$ cat src/logic/mipsExecPkg.sv
`default_nettype none

package mipsExecPkg;

    typedef logic [31:0] word_t;   // operand or result word
    typedef logic [4:0]  shamt_t;  // shift amount
    typedef logic [5:0]  funct_t;  // R-type function field
    typedef logic [4:0]  aluOp_t;  // internal operation code

    // standard MIPS function field values
    localparam funct_t functSll   = 6'h00;
    localparam funct_t functSrl   = 6'h02;
    localparam funct_t functSra   = 6'h03;
    localparam funct_t functSllv  = 6'h04;
    localparam funct_t functSrlv  = 6'h06;
    localparam funct_t functSrav  = 6'h07;
    localparam funct_t functMfhi  = 6'h10;
    localparam funct_t functMflo  = 6'h12;
    localparam funct_t functMult  = 6'h18;
    localparam funct_t functMultu = 6'h19;
    localparam funct_t functDiv   = 6'h1a;
    localparam funct_t functDivu  = 6'h1b;
    localparam funct_t functAdd   = 6'h20;
    localparam funct_t functAddu  = 6'h21;
    localparam funct_t functSub   = 6'h22;
    localparam funct_t functSubu  = 6'h23;
    localparam funct_t functAnd   = 6'h24;
    localparam funct_t functOr    = 6'h25;
    localparam funct_t functXor   = 6'h26;
    localparam funct_t functSlt   = 6'h2a;
    localparam funct_t functSltu  = 6'h2b;

    // operation codes keep the ALU control numbering where one exists
    localparam aluOp_t opAnd   = 5'd0;
    localparam aluOp_t opOr    = 5'd1;
    localparam aluOp_t opAdd   = 5'd2;   // add and addu
    localparam aluOp_t opDiv   = 5'd3;
    localparam aluOp_t opDivu  = 5'd4;
    localparam aluOp_t opXor   = 5'd5;
    localparam aluOp_t opSub   = 5'd6;   // sub and subu
    localparam aluOp_t opSlt   = 5'd7;
    localparam aluOp_t opSltu  = 5'd8;
    localparam aluOp_t opSll   = 5'd9;
    localparam aluOp_t opSrl   = 5'd10;
    localparam aluOp_t opMult  = 5'd11;
    localparam aluOp_t opMultu = 5'd12;
    localparam aluOp_t opSra   = 5'd15;
    localparam aluOp_t opMfhi  = 5'd17;
    localparam aluOp_t opMflo  = 5'd18;
    localparam aluOp_t opNone  = 5'd31;  // unknown function code

endpackage

`default_nettype wire
$ cat src/logic/aluCore.sv
`timescale 1ns/1ps
`default_nettype none

module aluCore (
    input  wire mipsExecPkg::aluOp_t  aluOp,
    input  wire mipsExecPkg::shamt_t  opShamt,
    input  wire mipsExecPkg::word_t   opA,
    input  wire mipsExecPkg::word_t   opB,
    output mipsExecPkg::word_t        aluResult
);

    logic signed [31:0] signedA;
    logic signed [31:0] signedB;
    logic signed [31:0] sraResult;

    assign signedA = opA;
    assign signedB = opB;

    // sign bits fill from the left
    assign sraResult = signedB >>> opShamt;

    // variable shifts already carry rs[4:0] in opShamt
    always_comb begin
        case (aluOp)
            mipsExecPkg::opAnd: begin
                aluResult = opA & opB;
            end
            mipsExecPkg::opOr: begin
                aluResult = opA | opB;
            end
            mipsExecPkg::opXor: begin
                aluResult = opA ^ opB;
            end
            mipsExecPkg::opAdd: begin
                aluResult = opA + opB;  // wraps, no trap
            end
            mipsExecPkg::opSub: begin
                aluResult = opA - opB;
            end
            mipsExecPkg::opSlt: begin
                aluResult = (signedA < signedB) ? 32'd1 : 32'd0;
            end
            mipsExecPkg::opSltu: begin
                aluResult = (opA < opB) ? 32'd1 : 32'd0;
            end
            mipsExecPkg::opSll: begin
                aluResult = opB << opShamt;
            end
            mipsExecPkg::opSrl: begin
                aluResult = opB >> opShamt;
            end
            mipsExecPkg::opSra: begin
                aluResult = sraResult;
            end
            // mult, div, moves and unknown codes produce nothing here
            default: begin
                aluResult = '0;
            end
        endcase
    end

endmodule

`default_nettype wire

$ cat config.mk
export PLATFORM = sky130hd
export DESIGN_NAME = aluCore
export DESIGN_NICKNAME = d
export VERILOG_FILES = /design/src/logic/mipsExecPkg.sv /design/src/logic/aluCore.sv
export SDC_FILE = /design/constraint.sdc
export NUM_CORES = 1
export LEC_CHECK = 0
export BUFFER_PORTS_ARGS = -buffer_cell sky130_fd_sc_hd__buf_2
export CAP_MARGIN = 20
export CORE_MARGIN = 5
export CORE_UTILIZATION = 40
export DETAILED_ROUTE_END_ITERATION = 10
export GPL_ROUTABILITY_DRIVEN = 0
export PLACE_DENSITY = 0.68
export RECOVER_POWER = 50
export SYNTH_ARGS = -nofsm -noshare
export SYNTH_HDL_FRONTEND = slang
export SYNTH_SLANG_ARGS = --single-unit
$ cat constraint.sdc
create_clock -name vclk -period 2.77
set_input_delay 0.277 -clock vclk [all_inputs]
set_output_delay 0.277 -clock vclk [all_outputs]
set_load 0.02 [all_outputs]
; ---- Word-level counts from Yosys, hierarchy flattened
; Cells that the tools add are included.
[totals]
register_bits = 0
inputBits = 74
out_inout_bits = 32
word_cells = 23
[classes]
add_sub_neg = 2
n_lt_le_gt_ge = 2
eq_ne = 9
n_shift = 3
mux = 3
bitwise_logic = 3
n_reduce_logical = 1
[op_table]
columns = op, n
row1 = case mux 32 bit (10 select lines), 1
row2 = < comparator 32 bit, 2
row3 = adder 32 bit, 1
row4 = AND 32 bit, 1
row5 = OR 32 bit, 1
row6 = << shifter 32 x 5 -> 32 bit, 1
row7 = right shift 32 x 5 -> 32 bit, 1
row8 = >>> shifter 32 x 5 -> 32 bit, 1
row9 = subtractor 32 bit, 1
row10 = XOR 32 bit, 1
row11 = "== test 5 x 4 -> 1 bit, second input constant", 4
row12 = "== test 5 x 3 -> 1 bit, second input constant", 3
row13 = "== test 5 x 1 -> 1 bit, second input constant", 1
row14 = "== test 5 x 2 -> 1 bit, second input constant", 1
row15 = zero test 5 bit, 1
row16 = 2-to-1 mux 1 bit, 2

; ---- Depth between registers and ports, before layout
[depth]
ltp_word = 3
mapped_depth = 13
mapped_depth_nobuf = 12

; ---- Least setup slack after synthesis
; Ideal clock, no wire load.
[synth_path]
path_kind = input-to-output
startpoint = in opA[0]
endpoint = out aluResult[28]
arrival_ns = 2.767
slack_ns = -0.274
cell_stages = 11
cell_sequence = ha_1 -> fa_1 -> a21o_1 -> a221oi_2 -> a21oi_1 -> or2_2 -> a21boi_1 -> o311ai_0 -> o211ai_1 -> mux2i_1 -> o21ai_0
[synth_via]
elab_chain_cells = 2
elab_cells_between_ends = 3
[synth_rtl]
columns = item, line
row1 = "start, declared", aluCore.sv:7  ; input wire mipsExecPkg::word_t opA,
row2 = subtractor 32 bit or adder 32 bit (tied branches), "aluCore.sv:38, aluCore.sv:35"
row3 = case mux 32 bit (10 select lines) (*), aluCore.sv:24  ; case (aluOp)
row4 = "end, declared", aluCore.sv:9  ; output mipsExecPkg::word_t aluResult
; Every way passes the cells marked *; elsewhere a longest branch is shown, timed or not.

; ---- Final worst setup path
[layout_path]
startpoint = in opA[4]
endpoint = out aluResult[25]
; The elaborated chain is that of the path after synthesis.

==> impl_metrics.csv <==
group,metric,value,unit
setup_path,cpMostUsedCell,"buf_4",
routing,wl,46.3,mm
power,p_sw,0.00159,W
die,chipWidth,156,um
global_route,grt.overflow.total,0,
sta,max_slew_margin,0.556,
die,start_util,0.407,
routing,drt_iter0_markers,1907,
logic_synthesis,yosys_warnings,0,
power,pwr-share-seq,0,
status,status,"finished with violations",
power,total_leakage_power,6.20,nW
placed_design,port_buffers,106,
power,clkPwrFrac,0,
setup_path,worstPathArrival,2.99,ns
layout,syn_to_final_growth,60.0,%
sta,period_needed,3.27,ns
logic_synthesis,netlist.area_leader.share,0.143,
logic_synthesis,synth_commonest_cells,"nor2_1, a21oi_1, ha_1, o21ai_0, inv_1",
setup_path,path_class,"input port to output pin",
layout,n_antenna_cell,0,
die,dieArea,0.0245,mm^2
logic_synthesis,netlist_area,0.00858,mm^2
routing,detail-route-antenna-nets,0,
placed_design,post-dp-hpwl,33.4,mm
power,peakVddDrop,0.148,mV
power,sw_frac_of_total,0.535,
layout,drive_above_1_share,0.451,
routing,vias,13000,
sta,hold_violations,0,
logic_synthesis,synthCells,1268,
global_route,antenna_found_initial,0,
setup_path,worstSetupEndpointType,"output pin",
power,p_int,0.00138,W
global_route,grt_pass1_vias,12100,
die,core_area,0.0211,mm^2
layout,regArea,0,um^2
global_route,grt_pass1_wl,65.8,mm
die,rows,53,
routing,first_pass_iters,6,
die,ios,106,
logic_synthesis,yosysUniqueCellTypes,80,
sta,fin_crit_sh,1.18,
logic_synthesis,synth_top_area_cell,"ha_1",
logic_synthesis,syn-num-nets,1442,
logic_synthesis,ys_top_cells_by_area,"ha_1, mux4_2, nor2_1",
min_path,hold_class,"input port to output pin",
global_route,grt_max_degree,48,
setup_path,cp.required,2.49,ns
global_route,grt_usage,0.334,
sta,finalSetupViolCount,24,
sta,rsz0062_at_grt,"yes",
layout,seq_cells,0,
layout,fin_nets,1864,
run,drv_cap,0,
power,power,0.00298,W
sta,fin_ws,-0.502,ns
logic_synthesis,yosysMostFrequentCell,"nor2_1",
die,die_h,156,um
setup_path,critPathMaxFanout,3,
sta,tightest_slew,0.661,ns
setup_path,start_kind,"input port",
placed_design,dp.cells,1914,
routing,routedWlPerCell,23.6,um
sta,fmax,0.306,GHz
status,violations,"negative setup slack",
sta,maxSlewViolCount,0,
routing,avgViaCountPerCell,6.60,
power,power_density,217,mW/mm^2
setup_path,path_cells,"buf_6 -> buf_4 -> ha_1 -> a211o_1 -> o211ai_2 -> a2111oi_4 -> nor4b_4 -> buf_4 -> nor4_2 -> o31ai_1 -> xnor2_1 -> o21ai_1 -> buf_4",
layout,clkbuf_count,0,
logic_synthesis,ys_seq_area_frac,0,
setup_path,critPathMaxStageDelay,0.42,ns
power,power_frac_comb,1.000,
logic_synthesis,syn_avg_cell_area,6.77,um^2
layout,finalNonFillerCells,1963,
routing,drc,0,
setup_path,crit_path_top_delay_cell,"nor4b_4",
## per-layer routing
layer / track usage / wire [um] / up-vias
met2: 0.522 / 19800 / 1156
met1: 0.418 / 16200 / 5894
met3: 0.0514 / 5360 / 329
met4: 0.241 / 4920 / 0
li1: - / - / 5580
met5: 0 / 0 / -
## placed cells by master, fill, tap and decap left out, types with 14 or more instances in the layout
cell type	count
inv_2	16
mux2i_1	43
nor3_1	31
inv_1	65
a211oi_1	14
a221oi_1	19
a21oi_1	99
buf_2	58
a211o_1	15
o21ai_0	68
xnor2_1	18
nand3_1	25
ha_1	72
a21oi_2	19
nor2_1	162
ha_4	22
o31ai_1	16
mux4_2	40
o211ai_1	35
o21ai_1	20
buf_4	396
nand2_1	79
buf_6	42
## area by class of cell
cell class                 count  area, um^2
fill                        1789        7360
inverter                      98         417
multi-input combinational   1069        8800
tap                          275         344
timing repair buffer         521        4170
## cells by family after synthesis
kind of cell,synth area share
muxes,0.172
AOI/OAI and AO/OA,0.352
buffers and inverters,0.0951
xor gates and xnor gates,0.0214
and+or+nand+nor,0.212
adders and majority gates,0.148
## power groups by stage
stage          clock [W]  sequential [W]  combinational, W
3_3_place_gp           0               0           0.00233
3_5_place_dp           0               0           0.00236
4_1_cts                0               0           0.00262
5_1_grt                0               0           0.00311
6_report               0               0           0.00298
2_1_floorplan          0               0           0.00127
## worst max-delay path: cells and delay by family
kind | cells | cell delay [ns]
AOI/OAI and AO/OA | 5 | 1.24
xor gates and xnor gates | 1 | 0.13
adders and majority gates | 1 | 0.27
buffers and inverters | 4 | 0.62
and+or+nand+nor | 2 | 0.45
## through the flow
step,hold slack [ns],util,instance area (um^2),TNS (ns),worst slack [ns]
finish,1.09,0.651,13700,-6.34,-0.502
global route,1.13,0.651,13700,-7.49,-0.520
CTS,1.14,0.612,12900,-4.39,-0.359
detailed placement,1.14,0.563,11900,-11.30,-0.528
global placement,1.13,0.563,11900,-10.21,-0.496
floorplan,0.848,-,8600,-0.0635,-0.0510
## what timing repair did
action,4_1_cts,5_1_grt
gates cloned,1,1
setup buffers,24,29
gates resized for setup,208,161
endpoints found under the setup margin,32,32
hold buffers,0,0
pin swaps,75,78
## path summary, 6_finish.rpt
check,startpoint,to,cells past startpoint
worst max-delay path,opA[4],aluResult[25],13
worst min-delay path,aluOp[4],aluResult[0],5
Note: power is estimated with default switching activity, not from simulation.
