[config.mk]
export PLATFORM = sky130hd
export DESIGN_NAME = resultStage
export DESIGN_NICKNAME = d
export VERILOG_FILES = /design/src/logic/mipsExecPkg.sv /design/src/logic/resultStage.sv
export SDC_FILE = /design/constraint.sdc
export NUM_CORES = 1
export LEC_CHECK = 0
export BUFFER_PORTS_ARGS = -buffer_cell sky130_fd_sc_hd__buf_2
export CAP_MARGIN = 20
export CORE_AREA = 2 2 79 81
export CTS_CLUSTER_DIAMETER = 80
export CTS_CLUSTER_SIZE = 16
export DETAILED_ROUTE_END_ITERATION = 10
export DIE_AREA = 0 0 81 83
export PLACE_DENSITY = 0.8
export SLEW_MARGIN = 20
export SYNTH_ARGS = -nofsm -noshare
export SYNTH_HDL_FRONTEND = slang
export SYNTH_SLANG_ARGS = --single-unit
[constraint.sdc]
create_clock -name clk -period 1.65 [get_ports clk]
set_input_delay 0.0825 -clock clk [delete_from_list [all_inputs] [get_ports clk]]
set_output_delay 0.0825 -clock clk [all_outputs]
set_load 0.05 [all_outputs]
[src/logic/mipsExecPkg.sv]
`default_nettype none

package mipsExecPkg;

    typedef logic [31:0] word_t;   // operand or result word
    typedef logic [4:0]  shamt_t;  // shift amount
    typedef logic [5:0]  funct_t;  // R-type function field
    typedef logic [4:0]  aluOp_t;  // internal operation code

    // standard MIPS function field values
    localparam funct_t functSll   = 6'h00;
    localparam funct_t functSrl   = 6'h02;
    localparam funct_t functSra   = 6'h03;
    localparam funct_t functSllv  = 6'h04;
    localparam funct_t functSrlv  = 6'h06;
    localparam funct_t functSrav  = 6'h07;
    localparam funct_t functMfhi  = 6'h10;
    localparam funct_t functMflo  = 6'h12;
    localparam funct_t functMult  = 6'h18;
    localparam funct_t functMultu = 6'h19;
    localparam funct_t functDiv   = 6'h1a;
    localparam funct_t functDivu  = 6'h1b;
    localparam funct_t functAdd   = 6'h20;
    localparam funct_t functAddu  = 6'h21;
    localparam funct_t functSub   = 6'h22;
    localparam funct_t functSubu  = 6'h23;
    localparam funct_t functAnd   = 6'h24;
    localparam funct_t functOr    = 6'h25;
    localparam funct_t functXor   = 6'h26;
    localparam funct_t functSlt   = 6'h2a;
    localparam funct_t functSltu  = 6'h2b;

    // operation codes keep the ALU control numbering where one exists
    localparam aluOp_t opAnd   = 5'd0;
    localparam aluOp_t opOr    = 5'd1;
    localparam aluOp_t opAdd   = 5'd2;   // add and addu
    localparam aluOp_t opDiv   = 5'd3;
    localparam aluOp_t opDivu  = 5'd4;
    localparam aluOp_t opXor   = 5'd5;
    localparam aluOp_t opSub   = 5'd6;   // sub and subu
    localparam aluOp_t opSlt   = 5'd7;
    localparam aluOp_t opSltu  = 5'd8;
    localparam aluOp_t opSll   = 5'd9;
    localparam aluOp_t opSrl   = 5'd10;
    localparam aluOp_t opMult  = 5'd11;
    localparam aluOp_t opMultu = 5'd12;
    localparam aluOp_t opSra   = 5'd15;
    localparam aluOp_t opMfhi  = 5'd17;
    localparam aluOp_t opMflo  = 5'd18;
    localparam aluOp_t opNone  = 5'd31;  // unknown function code

endpackage

`default_nettype wire
[src/logic/resultStage.sv]
`timescale 1ns/1ps
`default_nettype none

module resultStage (
    input  wire                       clk,
    input  wire                       reset,
    input  wire                       opValid,
    input  wire mipsExecPkg::aluOp_t  aluOp,
    input  wire mipsExecPkg::word_t   aluResult,
    input  wire mipsExecPkg::word_t   hi,
    input  wire mipsExecPkg::word_t   lo,
    input  wire mipsExecPkg::word_t   opA,
    input  wire mipsExecPkg::word_t   opB,
    output logic                      resultValid,
    output mipsExecPkg::word_t        result,
    output logic                      zero
);

    mipsExecPkg::word_t selResult;

    // aluResult is already zero for mult, div and unknown codes
    always_comb begin
        case (aluOp)
            mipsExecPkg::opMfhi: selResult = hi;
            mipsExecPkg::opMflo: selResult = lo;
            default:             selResult = aluResult;
        endcase
    end

    always_ff @(posedge clk) begin
        if (reset) begin
            resultValid <= 1'b0;
            result      <= '0;
            zero        <= 1'b0;
        end else begin
            resultValid <= opValid;
            if (opValid) begin
                result <= selResult;
                zero   <= (opA == opB);  // branch equality
            end
        end
    end

endmodule

`default_nettype wire

# == Word-level counts from Yosys, hierarchy flattened ==
# Cells that the tools add are included.
# totals
ff_bits,34
latchBits,0
ramBits,0
mem_bits_ro,0
out_inout_bits,34
n_memories,0
# classes
addsub,0
mul,0
div,0
n_lt_le_gt_ge,0
eq_ne,3
shifts,0
n_mux,1
bitwise_logic,0
reduce_logical,0
# ops
cell,count
$pmux W32 S2,1
$eq A32 B32 Y1,1
$eq A5 B5 Y1 const B,2

# == Longest topological paths before layout ==
# logic_depth
depth_word,2
depth_mapped,6

# == Least setup slack after synthesis ==
# No wires, ideal clock.
# synth_timing
path_type,input port to flip-flop
start,input aluOp[3]
end,register result[0]
setup_ns,0.157
arrival_time_ns,1.260
required_time_ns,1.493
setup_slack_ns,0.233
cell_stages,6
path_cell_list,or3b_4 > nor3b_2 > nor2_1 > clkbuf_1 > nand2_1 > a311oi_2
# synth_via
elab_chain_len,2
word_cells_on_any_way,3
# synth_rtl
element,line,rtl
start: declaration,resultStage.sv:8,"input wire mipsExecPkg::aluOp_t aluOp,"
$eq A5 B5 Y1,resultStage.sv:23,case (aluOp)
$pmux W32 S2 *,resultStage.sv:23,
end signal: assignment,resultStage.sv:38,result <= selResult;
end: declaration,resultStage.sv:15,"output mipsExecPkg::word_t result,"
# Every way passes the cells marked *; elsewhere a longest branch is shown, timed or not.
# A chain may end at the register's enable or synchronous reset.

# == Final worst setup path ==
# layout_timing
start,input aluOp[3]
end,register result[4]
# The elaborated chain is that of the path after synthesis.

==> parameters.txt <==
Parameter                              Value

Outcome
  Result of the run    complete, no violations

Clock network
  Worst skew pair latency    0.28 ns
  CTS hold repair buffers    0
  Clock tree root driver cell    sky130_fd_sc_hd__clkbuf_8
  CTS sink count    34
  Buffer levels on the longest clock path    2
  Total clock buffers created by CTS    5
  Number of gates given a new drive strength after cts    0
  Buffers inserted by post-CTS timing repair    0
  H-tree level count    2
  CTS tree    yes
  Clk slew on worst S/H paths    0.07 ns

Timing
  Hold violation count in the final report    0
  Actual slew at the worst max-slew pin    0.5219 ns
  Highest clock rate    0.6819 GHz
  Final worst hold slack    0.08325 ns
  Period utilization    about nine tenths
  Slew HR    between 60 and 70%
  Final critical delay including setup and external delays    between 1 and 1.5 ns
  Final critical-path setup slack    between 0.15 and 0.2 ns
  RSZ-0062 raised after global routing    no
  Setup violation total in the final timing report    0
  Total count of max-transition violations in the final report    0
  Clock Skews    0 ns

Min path
  Hold WC Path Type    input pin to register
  Min-Delay Path Depth    3

Global routing
  Maximum number of pins on one net before global-route repair    39
  Vias in the first global route    ~2600
  Global-route wire length before repair    10.96 mm
  Total congestion overflow    0
  Tot GR Track Use    20.19%
  Antenna violations before repair    0

Final layout
  Layout Utilization    about 57%
  Fill cell count    566
  P&R area growth vs syn    55.69%
  Fraction of final layout cells sized beyond drive strength 1    58.18%
  Multi-input logic area    ~1400 µm²
  Antenna Cells    0
  Post-route non-filler standard cell count    503
  Register area    680.7 µm²
  Final #Nets    596

Die
  Number of placement rows    28
  Top Ports    202
  Die Footprint    6723 µm²
  Core outline area    5816 µm²
  Starting utilization of the core area    between 30% and 40%
  Overall die width    81 µm
  Die Ht    83 µm

Routing
  DR vias/cell    5.159
  Routed vias    2595
  Iteration-0 DRC Markers    57
  First drt pass iteration count    4
  Final WL    6.922 mm
  Antenna-violating nets left    0
  Routed wirelength normalized by instance count    13.76 µm
  Post-route DRC violation count    0

Synth
  Post-Synthesis Mean Instance Area    ~9.2 µm²
  Netlist Area Pre-Place    about 2100 µm²
  Total nets after synthesis    400
  Number of instances in the synthesized netlist    approximately 230
  Synth top area share    32.06%
  Ys Warns    0
  Part of the Yosys area used for sequential elements    32.06%
  Post-synth cell types    21
  Flop and latch count out of synthesis    34
  Cell taking the most area after synthesis    sky130_fd_sc_hd__dfxtp_1
  Top cells by area, synth    sky130_fd_sc_hd__dfxtp_1, sky130_fd_sc_hd__a311oi_2, sky130_fd_sc_hd__a22oi_1

Place
  Weighted congestion at the end of routability-driven global placement    between 0.8 and 0.9
  Number of port buffers    approximately 200
  Number of cells in the design after placement    roughly 500
  Half-perimeter wire length after detailed placement    5.528 mm
  Worst slack at placement    -0.09527 ns

Worst setup path
  Worst-case reg-to-reg path depth    2
  Critical Path End Type    register
  Crit path launch type    input pin
  Arrival time of data at the critical path endpoint    1.65 ns
  CP Class    input pin to register
  Worst-path fanout max    32
  Data required time of the critical path    1.84 ns

Pwr
  Pleak    1.576 nW
  Max rail drop VDD    377.8 µV
  Cell area power density    679.2 nW/µm²

Run
  Maximum Capacitance Violations    0
-- final cells by class --
class / count / area share, %
clock inverters: 1 / 0.2271
inverters: 1 / 0.1136
well taps: 75 / 2.839
flip-flops and latches: 34 / 20.59
repair buffers: 209 / 32.74
multi-input cells: 177 / 41.29
clock buffers: 6 / 2.195
-- cell usage in the layout (no fill, tap or decap), types with 2 or more instances in the layout --
cell type	Yosys	final
sky130_fd_sc_hd__nor2_1	33	32
sky130_fd_sc_hd__xor2_1	15	15
sky130_fd_sc_hd__a22oi_1	32	32
sky130_fd_sc_hd__nor4_1	4	4
sky130_fd_sc_hd__dfxtp_1	34	34
sky130_fd_sc_hd__a311oi_2	30	30
sky130_fd_sc_hd__a311oi_1	2	2
sky130_fd_sc_hd__xnor2_1	17	17
sky130_fd_sc_hd__nand4_1	5	5
sky130_fd_sc_hd__buf_2	6	201
sky130_fd_sc_hd__clkbuf_8	0	5
sky130_fd_sc_hd__nand2_1	32	32
sky130_fd_sc_hd__buf_4	0	6
sky130_fd_sc_hd__nor3b_4	1	2
-- metal layers --
layer	up-vias	global-route usage [%]	share of wire, %
li1	1253	-	-
met1	1197	19.70	37
met2	129	38.77	52
met3	16	5.978	9.1
met4	0	7.088	1.9
met5	-	0	0
-- critical path, cell delays in order --
cell	delay (ns)
sky130_fd_sc_hd__buf_2	0.10
sky130_fd_sc_hd__or3b_4	0.42
sky130_fd_sc_hd__nor3b_4	0.23
sky130_fd_sc_hd__buf_4	0.37
sky130_fd_sc_hd__a22oi_1	0.16
sky130_fd_sc_hd__a311oi_2	0.27
-- final timing paths --
kind                          startpoint                       to  slack, ns
setup / recovery                aluOp[3]   result[4]$_SDFFE_PP0P_       0.18
hold reg to reg        zero$_SDFFE_PP0P_        zero$_SDFFE_PP0P_       0.47
setup reg to reg  result[4]$_SDFFE_PP0P_   result[4]$_SDFFE_PP0P_       0.92
hold / removal             aluResult[27]  result[27]$_SDFFE_PP0P_       0.08
-- report_power, final --
part	internal [mW]	switching (mW)	leakage, nW
logic	0.318	0.455	1.26
clock network	0.289	0.275	0.0373
registers	0.879	0.0279	0.283
-- flip-flops by register name (all words and copies together), names as in the netlist --
register / cells
resultValid: 1
result: 32
zero: 1
-- synthesized netlist by cell type --
master                     count
sky130_fd_sc_hd__nor2b_1       1
sky130_fd_sc_hd__inv_1         1
sky130_fd_sc_hd__xnor2_1      17
sky130_fd_sc_hd__clkbuf_1     13
sky130_fd_sc_hd__buf_1         1
sky130_fd_sc_hd__nand4_1       5
sky130_fd_sc_hd__o32ai_1       1
sky130_fd_sc_hd__a311oi_1      2
sky130_fd_sc_hd__nor3b_2       1
sky130_fd_sc_hd__xor2_1       15
sky130_fd_sc_hd__nor3b_4       1
sky130_fd_sc_hd__nand3_1       1
sky130_fd_sc_hd__nor4_1        4
sky130_fd_sc_hd__dfxtp_1      34
sky130_fd_sc_hd__buf_2         6
sky130_fd_sc_hd__nor3_1        1
sky130_fd_sc_hd__or3b_4        1
sky130_fd_sc_hd__a22oi_1      32
sky130_fd_sc_hd__nand2_1      32
sky130_fd_sc_hd__a311oi_2     30
sky130_fd_sc_hd__nor2_1       33
-- cell families (layout without fill, tap and decap cells) --
family                    count (synthesis)  after routing  share of synthesized area [%]
xor gates and xnor gates                 32             32                          13.20
buffers and inverters                    21            217                          4.066
DFF                                      34             34                          32.06
and+or+nand+nor                          80             80                          16.91
AOI/OAI and AO/OA                        65             65                          33.77
-- per-stage QoR --
| step | instance area (µm²) | TNS, ns | power [mW] |
|---|---|---|---|
| CTS | 3306 | 0 | 2.278 |
| finish | 3306 | 0 | 2.245 |
| detailed placement | 3226 | -2.517 | 1.701 |
| global route | 3306 | 0 | 2.377 |
| floorplan | 2123 | 0 | 1.384 |
| global placement | 3214 | -8.306 | 1.683 |
Power figures use the tool's default switching activity.
