==> config.mk <==
export PLATFORM = sky130hd
export DESIGN_NAME = functDecoder
export DESIGN_NICKNAME = d
export VERILOG_FILES = /design/src/logic/mipsExecPkg.sv /design/src/logic/functDecoder.sv
export SDC_FILE = /design/constraint.sdc
export NUM_CORES = 1
export LEC_CHECK = 0
export ABC_AREA = 1
export BUFFER_PORTS_ARGS = -buffer_cell sky130_fd_sc_hd__buf_4
export CAP_MARGIN = 10
export CORE_MARGIN = 8
export CORE_UTILIZATION = 43
export DETAILED_ROUTE_END_ITERATION = 6
export GPL_TIMING_DRIVEN = 0
export PLACE_DENSITY = 0.79
export SLEW_MARGIN = 10
export SYNTH_ARGS = -nofsm -noshare
export SYNTH_HDL_FRONTEND = slang
export SYNTH_SLANG_ARGS = --single-unit
==> constraint.sdc <==
create_clock -name clk -period 1 [get_ports clk]
set_input_delay 0.05 -clock clk [delete_from_list [all_inputs] [get_ports clk]]
set_output_delay 0.05 -clock clk [all_outputs]
set_load 0.01 [all_outputs]
==> src/logic/mipsExecPkg.sv <==
`default_nettype none

package mipsExecPkg;

    typedef logic [31:0] word_t;   // operand or result word
    typedef logic [4:0]  shamt_t;  // shift amount
    typedef logic [5:0]  funct_t;  // R-type function field
    typedef logic [4:0]  aluOp_t;  // internal operation code

    // standard MIPS function field values
    localparam funct_t functSll   = 6'h00;
    localparam funct_t functSrl   = 6'h02;
    localparam funct_t functSra   = 6'h03;
    localparam funct_t functSllv  = 6'h04;
    localparam funct_t functSrlv  = 6'h06;
    localparam funct_t functSrav  = 6'h07;
    localparam funct_t functMfhi  = 6'h10;
    localparam funct_t functMflo  = 6'h12;
    localparam funct_t functMult  = 6'h18;
    localparam funct_t functMultu = 6'h19;
    localparam funct_t functDiv   = 6'h1a;
    localparam funct_t functDivu  = 6'h1b;
    localparam funct_t functAdd   = 6'h20;
    localparam funct_t functAddu  = 6'h21;
    localparam funct_t functSub   = 6'h22;
    localparam funct_t functSubu  = 6'h23;
    localparam funct_t functAnd   = 6'h24;
    localparam funct_t functOr    = 6'h25;
    localparam funct_t functXor   = 6'h26;
    localparam funct_t functSlt   = 6'h2a;
    localparam funct_t functSltu  = 6'h2b;

    // operation codes keep the ALU control numbering where one exists
    localparam aluOp_t opAnd   = 5'd0;
    localparam aluOp_t opOr    = 5'd1;
    localparam aluOp_t opAdd   = 5'd2;   // add and addu
    localparam aluOp_t opDiv   = 5'd3;
    localparam aluOp_t opDivu  = 5'd4;
    localparam aluOp_t opXor   = 5'd5;
    localparam aluOp_t opSub   = 5'd6;   // sub and subu
    localparam aluOp_t opSlt   = 5'd7;
    localparam aluOp_t opSltu  = 5'd8;
    localparam aluOp_t opSll   = 5'd9;
    localparam aluOp_t opSrl   = 5'd10;
    localparam aluOp_t opMult  = 5'd11;
    localparam aluOp_t opMultu = 5'd12;
    localparam aluOp_t opSra   = 5'd15;
    localparam aluOp_t opMfhi  = 5'd17;
    localparam aluOp_t opMflo  = 5'd18;
    localparam aluOp_t opNone  = 5'd31;  // unknown function code

endpackage

`default_nettype wire
==> src/logic/functDecoder.sv <==
`timescale 1ns/1ps
`default_nettype none

module functDecoder (
    input  wire                       clk,
    input  wire                       reset,
    input  wire                       valid,
    input  wire mipsExecPkg::funct_t  funct,
    input  wire mipsExecPkg::shamt_t  shamt,
    input  wire mipsExecPkg::word_t   rsData,
    input  wire mipsExecPkg::word_t   rtData,
    output logic                      opValid,
    output mipsExecPkg::aluOp_t       aluOp,
    output mipsExecPkg::shamt_t       opShamt,
    output mipsExecPkg::word_t        opA,
    output mipsExecPkg::word_t        opB
);

    mipsExecPkg::aluOp_t decodedOp;
    logic                varShift;   // shift amount comes from rs

    always_comb begin
        decodedOp = mipsExecPkg::opNone;
        varShift  = 1'b0;
        case (funct)
            mipsExecPkg::functAnd:   decodedOp = mipsExecPkg::opAnd;
            mipsExecPkg::functOr:    decodedOp = mipsExecPkg::opOr;
            mipsExecPkg::functXor:   decodedOp = mipsExecPkg::opXor;
            mipsExecPkg::functAdd,
            mipsExecPkg::functAddu:  decodedOp = mipsExecPkg::opAdd;  // no overflow trap
            mipsExecPkg::functSub,
            mipsExecPkg::functSubu:  decodedOp = mipsExecPkg::opSub;
            mipsExecPkg::functSlt:   decodedOp = mipsExecPkg::opSlt;
            mipsExecPkg::functSltu:  decodedOp = mipsExecPkg::opSltu;
            mipsExecPkg::functSll:   decodedOp = mipsExecPkg::opSll;
            mipsExecPkg::functSrl:   decodedOp = mipsExecPkg::opSrl;
            mipsExecPkg::functSra:   decodedOp = mipsExecPkg::opSra;
            mipsExecPkg::functSllv: begin
                decodedOp = mipsExecPkg::opSll;
                varShift  = 1'b1;
            end
            mipsExecPkg::functSrlv: begin
                decodedOp = mipsExecPkg::opSrl;
                varShift  = 1'b1;
            end
            mipsExecPkg::functSrav: begin
                decodedOp = mipsExecPkg::opSra;
                varShift  = 1'b1;
            end
            mipsExecPkg::functMult:  decodedOp = mipsExecPkg::opMult;
            mipsExecPkg::functMultu: decodedOp = mipsExecPkg::opMultu;
            mipsExecPkg::functDiv:   decodedOp = mipsExecPkg::opDiv;
            mipsExecPkg::functDivu:  decodedOp = mipsExecPkg::opDivu;
            mipsExecPkg::functMfhi:  decodedOp = mipsExecPkg::opMfhi;
            mipsExecPkg::functMflo:  decodedOp = mipsExecPkg::opMflo;
            default:                 decodedOp = mipsExecPkg::opNone;
        endcase
    end

    always_ff @(posedge clk) begin
        if (reset) begin
            opValid <= 1'b0;
        end else begin
            opValid <= valid;  // one-cycle strobe per instruction
        end
    end

    // instruction register, loaded only on a new instruction
    always_ff @(posedge clk) begin
        if (valid) begin
            aluOp   <= decodedOp;
            opShamt <= varShift ? rsData[4:0] : shamt;  // low five bits of rs
            opA     <= rsData;
            opB     <= rtData;
        end
    end

endmodule

`default_nettype wire

# Word-level counts from Yosys, hierarchy flattened
# Index checks and enable logic that the tools add are counted.
# word_totals
ff_bits	75
latchBits	0
mem_bits_rw	0
mem_bits_ro	0
inputBits	78
out_inout_bits	75
word_cells	35
mem_count	0
# op_classes
addsub	0
mul	0
n_div	0
n_lt_le_gt_ge	0
n_eq_ne	20
shift	0
muxes	3
bitwise_logic	0
n_reduce_logical	7
# op_table
op	count
case mux 5 bit (16 select lines)	1
== test 6 bit, second input constant	9
== test 6 x 5 -> 1 bit, second input constant	6
== test 6 x 3 -> 1 bit, second input constant	3
== test 6 x 2 -> 1 bit, second input constant	2
OR reduction 2 bit	5
zero test 6 bit	1
two-way mux 5 bit	1
OR reduction 3 bit	1
two-way mux 1 bit	1

# Longest topological paths before layout
# Gate-level depths: netlist of run 1.
# logic_depth
ltp_word	4
depth_mapped	8

# Least setup slack after synthesis of run 1
# No wires, ideal clock.
# synth_path
path_type	input to register
startpoint	input port funct[2]
endpoint	register aluOp[0], data pin
setup_ps	255
t_arrival_ps	590
path_slack_ps	155
stages	6
cell_sequence	nor2_1 > nand3_1 > inv_1 > nor2_2 > nand3_2 > nand2_1
# synth_via
elab_chain_cells	3
# synth_rtl
item	line_no	source
from (decl)	functDecoder.sv:8	input wire mipsExecPkg::funct_t funct,
== test 6 x 3 -> 1 bit (tied with other cells)	functDecoder.sv:25	case (funct)
OR reduction 2 bit (on tied branches)	n/a	
case mux 5 bit (16 select lines) *	functDecoder.sv:25	
net decodedOp[0]	functDecoder.sv:19	mipsExecPkg::aluOp_t decodedOp;
to (signal assigned)	functDecoder.sv:71	aluOp <= decodedOp;
to (decl)	functDecoder.sv:13	output mipsExecPkg::aluOp_t aluOp,
# The timed path passes the listed nets; every way through them passes the cells marked *.
# A chain may end at the register's enable or synchronous reset.

# Final worst setup path of run 1
# layout_path
startpoint	register opB[6]
endpoint	output port opB[6]
# layout_lines
item	line_no	source
from (decl)	functDecoder.sv:16	output mipsExecPkg::word_t opB
from (signal assigned)	functDecoder.sv:74	opB <= rtData;
# No word-level cell between the ends.

==> results of run 1 <==
==> cell type report <==
type	instances	area (um^2)
Fill cell	287	1130
Multi-Input combinational cell	67	347
Clock buffer	10	128
Clock inverter	6	80.1
Tap cell	75	93.8
Timing Repair Buffer	218	1840
Sequential cell	75	2240
Inverter	15	56.3
==> stage by stage <==
step                std cells  utilization (%)  setup slack, ns  TNS [ns]  power, mW
finish                    466             80.9          -0.0338    -0.105       7.81
global route              466             80.9          -0.0508    -0.164       7.98
CTS                       466             80.2           0.0134         0       7.52
detailed placement        384             65.5           -0.156    -12.09       4.88
global placement          384             65.5           -0.141    -10.89       4.83
floorplan                 157                -            0.155         0       4.12
==> how the worst max path moves through the flow <==
stage          cells past startpoint                 end
2_1_floorplan                      6  aluOp[0]$_DFFE_PP_
3_3_place_gp                       1   opB[14]$_DFFE_PP_
3_5_place_dp                       7  aluOp[1]$_DFFE_PP_
4_1_cts                            1             opA[12]
5_1_grt                            1              opB[6]
6_report                           1              opB[6]
==> timing repair <==
action,CTS,global route
endpoints found under the hold margin,66,0
hold buffers,66,0
gates resized for setup,0,11
endpoints found under the setup margin,0,11
buffers inserted,0,0
==> layer usage <==
layer | GRT usage [%] | vias to the layer above | routed length, um
met5 | 0 | - | 0
li1 | - | 1025 | -
met4 | 8.19 | 0 | 261
met1 | 29.2 | 1161 | 4240
met2 | 45.4 | 208 | 6220
met3 | 8.10 | 23 | 1520
==> power groups by stage <==
stage / sequential [mW] / clock (mW) / combinational, mW
2_1_floorplan: 4.02 / 0 / 0.101
3_3_place_gp: 3.87 / 0 / 0.960
3_5_place_dp: 3.89 / 0 / 0.989
4_1_cts: 3.82 / 2.47 / 1.23
5_1_grt: 3.89 / 2.73 / 1.37
6_report: 3.88 / 2.63 / 1.30
==> sequential cells by signal (all words and copies together), names as in the netlist <==
register,count
opShamt,5
aluOp,5
opA,32
opValid,1
opB,32
==> cells by family after synthesis <==
| kind of cell | Yosys count |
|---|---|
| AO/OA/AOI/OAI | 8 |
| buffers and inverters | 15 |
| flip-flops | 75 |
| AND/OR/NAND/NOR | 59 |
==> layout by cell type (no fill, tap or decap), drive strengths merged <==
cell,Yosys,final
clkinv,0,3
nor2,18,18
o211ai,1,1
a21oi,1,1
nand4,1,1
edfxtp,74,74
inv,15,15
nand3,19,19
nor3,1,1
buf,0,152
clkinvlp,0,1
dlygate4sd3,0,66
dfxtp,1,1
o21ai,6,6
clkbuf,0,10
bufinv,0,2
nand2,20,20
==> flow_summary_export.csv, run 1 <==
group,metric,value,unit
route,viasPerCell,5.19,
power,peakVddDrop,0.00107,V
global_route,grt_usage,25.8,%
setup_path,critPathBufInv,1,
die,start_util,44.7,%
clock_network,cts_inserted_buffers,9,
layout,nNetsFinal,464,
run,cap_viol_max_count,0,
die,coreArea,0.00592,mm^2
power,p_switching,1.96,mW
die,boundaryPins,153,
setup_path,slowest_stage,"edfxtp_1",
placement,port_buffers,152,
layout,final_cell_area,0.00479,mm^2
synthesis,ys_seq_area_share,84.8,%
synthesis,ys_warn_count,0,
global_route,grt_max_degree,76,
timing,layout_min_cycle_time,1.03,ns
synthesis,synth_top_area_share,84.0,%
synthesis,synth_cell_type_count,16,
clock_network,cts_tree,"yes",
route,antenna_left,0,
timing,setup-violations-final,4,
global_route,grt_overflow,0,
placement,gp_congestion,0.899,
layout,drive_gt1_share,46.5,%
setup_path,critical_path.top_delay_family,"flip-flops",
route,detail_route.wl_per_cell,26.3,um
die,placementRows,28,
synthesis,syn_inst,157,
synthesis,synthXorXnorAreaFrac,0,%
synthesis,yosys.area.top_type,"edfxtp_1",
route,firstDrtPassIters,5,
synthesis,synth_nets,235,
global_route,grt_pass1_vias,2397,
timing,setup_ws,-0.0338,ns
timing,whs,0.00127,ns
clock_network,ctsHtreeMaxLevel,3,
timing,fmax,967,MHz
global_route,grt_pass1_wl,16500,um
power,p_per_area,1630,mW/mm^2
hold_path,hold_path_depth,3,
synthesis,synth_area_leaders,"edfxtp_1 (84%), nand3_1 (3.0%), nand2_1 (2.8%)",
power,p_seq_share,49.6,%
clock_network,clock_sinks,75,
synthesis,netlist_area,0.00265,mm^2
synthesis,syn-mean-instance-area,16.8,um^2
setup_path,path_class,"flip-flop to output port",
die,die_area,0.00892,mm^2
setup_path,crit_path_start,"opB[6]$_DFFE_PP_",
clock_network,cts-root-to-sink-buffers,2,
synthesis,synth_common_cells,"edfxtp_1 (74), nand2_1 (20), nand3_1 (16)",
die,die_y,94.4,um
synthesis,synth_top_family_by_area,"simple AND/OR/NAND/NOR gates",
timing,rsz0062_at_grt,"true",
synthesis,async_reset_ff_share,0,%
power,power.leakage,2.11,nW
setup_path,cp_cell_sequence,"buf_4",
power,p_int,5.84,mW
layout,diodes,0,
synthesis,yosys.area_share.adder,0,%
timing,max_slew_margin,39.0,%
synthesis,synthMuxAreaShare,0,%
clock_network,cts_root_buffer,"clkbuf_8",
power,p_clk_share,33.7,%
synthesis,synth_compound_area_share,1.80,%
hold_path,hp-class,"primary input to flip-flop",
setup_path,cp_data_arrival_time,0.98,ns
timing,finalMaxSlewViolations,0,
run_status,violations,"setup timing",
synthesis,synthFlopType,"edfxtp_1",
synthesis,ys_seq_elements,75,
die,die_x,94.4,um
timing,final.period_utilization,103,%
setup_path,crit_path_start_kind,"flip-flop",
synthesis,synth-edff-count,74,
setup_path,cp_data_required_time,0.95,ns
setup_path,worst-path-max-fanout,1,
power,combPwrFrac,16.7,%
route,drt_iter0_drc,201,
setup_path,critPathMaxStageDelay,0.44,ns
timing,tightestPinTransition,0.915,ns
placement,dp_hpwl,6480,um
placement,place_area,0.00388,mm^2
route,routed_wl,12200,um
hold_path,hold_start,"shamt[3]",
clock_network,clk_pin_slew,0.10,ns
timing,final_hold_viol_count,0,
route,drcViolationCount,0,
synthesis,yosysMostFrequentCell,"edfxtp_1",
layout,syn_to_final_growth,81.1,%
synthesis,yosys.area_share.simple,11.3,%
hold_path,whs_endpoint,"opShamt[3]$_DFFE_PP_",
route,vias,2417,
power,swShare,25.1,%
setup_path,end_kind,"output port",
global_route,antenna_found_initial,0,
run_status,status,"complete, but fails checks",
No activity file was read; power rests on OpenSTA's default activity.
==> inputs of run 2 (changes only) <==
--- a/config.mk
+++ b/config.mk
@@ -8,6 +8,7 @@
 export ABC_AREA = 1
 export BUFFER_PORTS_ARGS = -buffer_cell sky130_fd_sc_hd__buf_4
 export CAP_MARGIN = 10
+export CORE_ASPECT_RATIO = 2
 export CORE_MARGIN = 8
 export CORE_UTILIZATION = 43
 export DETAILED_ROUTE_END_ITERATION = 6
==> run 2 against run 1 <==
Cell count fell by 2.1%. Critical path depth is the same. Highest routed layer unchanged. The flow now finishes without violations. Combinational power is 8% lower. Largest power group unchanged. Clock power up 9.1%. Sequential share of layout area is essentially flat.
==> flow_summary_export.csv, run 2 (synthesized netlist as in run 1, its figures left out) <==
group,metric,value,unit
timing,rsz0062_at_grt,"false",
global_route,grt_usage,19.9,%
setup_path,endpoint,"opA[22]",
placement,post-place-ws,-0.176,ns
route,drt_iter0_drc,122,
power,peakVddDrop,0.00135,V
route,detail_route.wl_per_cell,19.8,um
die,placementRows,40,
clock_network,cts_tree,"yes",
global_route,grt_overflow,0,
power,power.leakage,2.11,nW
clock_network,clk_pin_slew,0.06,ns
setup_path,cp_data_required_time,0.95,ns
layout,drive_gt1_share,47.4,%
layout,final_cell_mix,"buf_4 (152), edfxtp_1 (74), dlygate4sd3_1 (65)",
die,die_y,127,um
timing,setup_ws,0.0272,ns
setup_path,crit_path_start_kind,"flip-flop",
layout,nNetsFinal,463,
setup_path,cp_data_arrival_time,0.92,ns
route,routed_wl,9030,um
timing,max_slew_margin,39.2,%
layout,final_common_cell,"buf_4",
die,start_util,44.4,%
route,drcViolationCount,0,
setup_path,critical_path.top_delay_family,"flip-flops",
timing,tightestPinTransition,0.913,ns
die,boundaryPins,153,
global_route,antenna_found_initial,2,
die,die_area,0.00907,mm^2
timing,setup-violations-final,0,
route,viasPerCell,4.81,
clock_network,cts_resized,0,
global_route,grt_pass1_vias,2503,
hold_path,hp-class,"primary input to flip-flop",
clock_network,cts_setup_buffers,0,
power,p_per_area,1650,mW/mm^2
placement,gp_congestion,0.923,
die,coreArea,0.00596,mm^2
layout,top_regs,"opA: 32 flops, opB: 32 flops",
setup_path,path_class,"flip-flop to output port",
clock_network,cts-root-to-sink-buffers,2,
route,vias,2194,
clock_network,cts_root_buffer,"clkbuf_16",
route,antenna_left,0,
timing,final.period_utilization,97.3,%
run,cap_viol_max_count,0,
setup_path,worst-path-max-fanout,1,
clock_network,clock_sinks,75,
timing,fmax,1030,MHz
setup_path,cp_cell_sequence,"buf_4",
timing,finalMaxSlewViolations,0,
clock_network,cts_inserted_buffers,9,
placement,port_buffers,152,
timing,final_hold_viol_count,0,
clock_network,hold_buffers,65,
route,firstDrtPassIters,5,
setup_path,critPathBufInv,1,
global_route,grt_pass1_wl,13200,um
run_status,status,"complete, no violations",
layout,syn_to_final_growth,81.2,%
timing,finalSetupTns,0,ns
die,die_x,71.5,um
placement,dp_hpwl,5890,um
setup_path,end_kind,"output port",
clock_network,ctsHtreeMaxLevel,3,
global_route,grt_max_degree,76,
timing,layout_min_cycle_time,0.973,ns
setup_path,critPathMaxStageDelay,0.43,ns
setup_path,crit_path_start,"opA[22]$_DFFE_PP_",
setup_path,crit_cells,1,
setup_path,slowest_stage,"edfxtp_1",
## run 2: cell types whose count changed in the layout (fill, tap and decap cells not counted), sizes merged
cell / before / now
dlygate4sd3: 66 / 65
bufinv: 2 / 0
diode: 0 / 3
clkbuf: 10 / 9
clkinvlp: 1 / 4
## run 2: area by class of cell
cell class	instances	area (um^2)
well taps	63	78.8
multi-input cells	67	347
repair buffers	217	1790
clock buffers	9	225
inverters	15	56.3
diodes	3	7.51
fillers	340	1160
clock inverters	7	45.0
flip-flops and latches	75	2240
## run 2: worst min path at each step
stage                     cells past startpoint     start                    to
after global routing                          3  shamt[2]  opShamt[2]$_DFFE_PP_
final                                         3  shamt[1]  opShamt[1]$_DFFE_PP_
after global placement                        2     reset    opValid$_SDFF_PP0_
after CTS                                     3  shamt[1]  opShamt[1]$_DFFE_PP_
after floorplan                               1     reset    opValid$_SDFF_PP0_
after detailed placement                      2     reset    opValid$_SDFF_PP0_
## run 2: routing by layer
| layer | vias up | GRT usage [%] | routed length [um] |
|---|---|---|---|
| met5 | - | 0 | 0 |
| met4 | 0 | 12.5 | 340 |
| met3 | 19 | 5.05 | 453 |
| met2 | 106 | 38.5 | 5440 |
| met1 | 1036 | 17.0 | 2790 |
| li1 | 1033 | - | - |
## run 2: metrics by stage
step | hold WS (ns) | cells | total power, mW | instance area (um^2) | utilization [%]
4_1_cts | 0.00192 | 453 | 7.94 | 4790 | 80.4
2_1_floorplan | 0.121 | 157 | 4.12 | 2650 | -
6_report | 0.0209 | 456 | 7.91 | 4790 | 80.5
3_3_place_gp | 0.208 | 372 | 4.83 | 3860 | 64.9
5_1_grt | 0.0388 | 455 | 8.19 | 4790 | 80.4
3_5_place_dp | 0.211 | 372 | 4.87 | 3860 | 64.9
## run 2: where the power goes
part	internal, mW	switching (mW)	leakage (nW)
logic	0.681	0.518	1.26
registers	3.75	0.0881	0.733
clock network	1.66	1.21	0.123
total	6.09	1.82	2.11
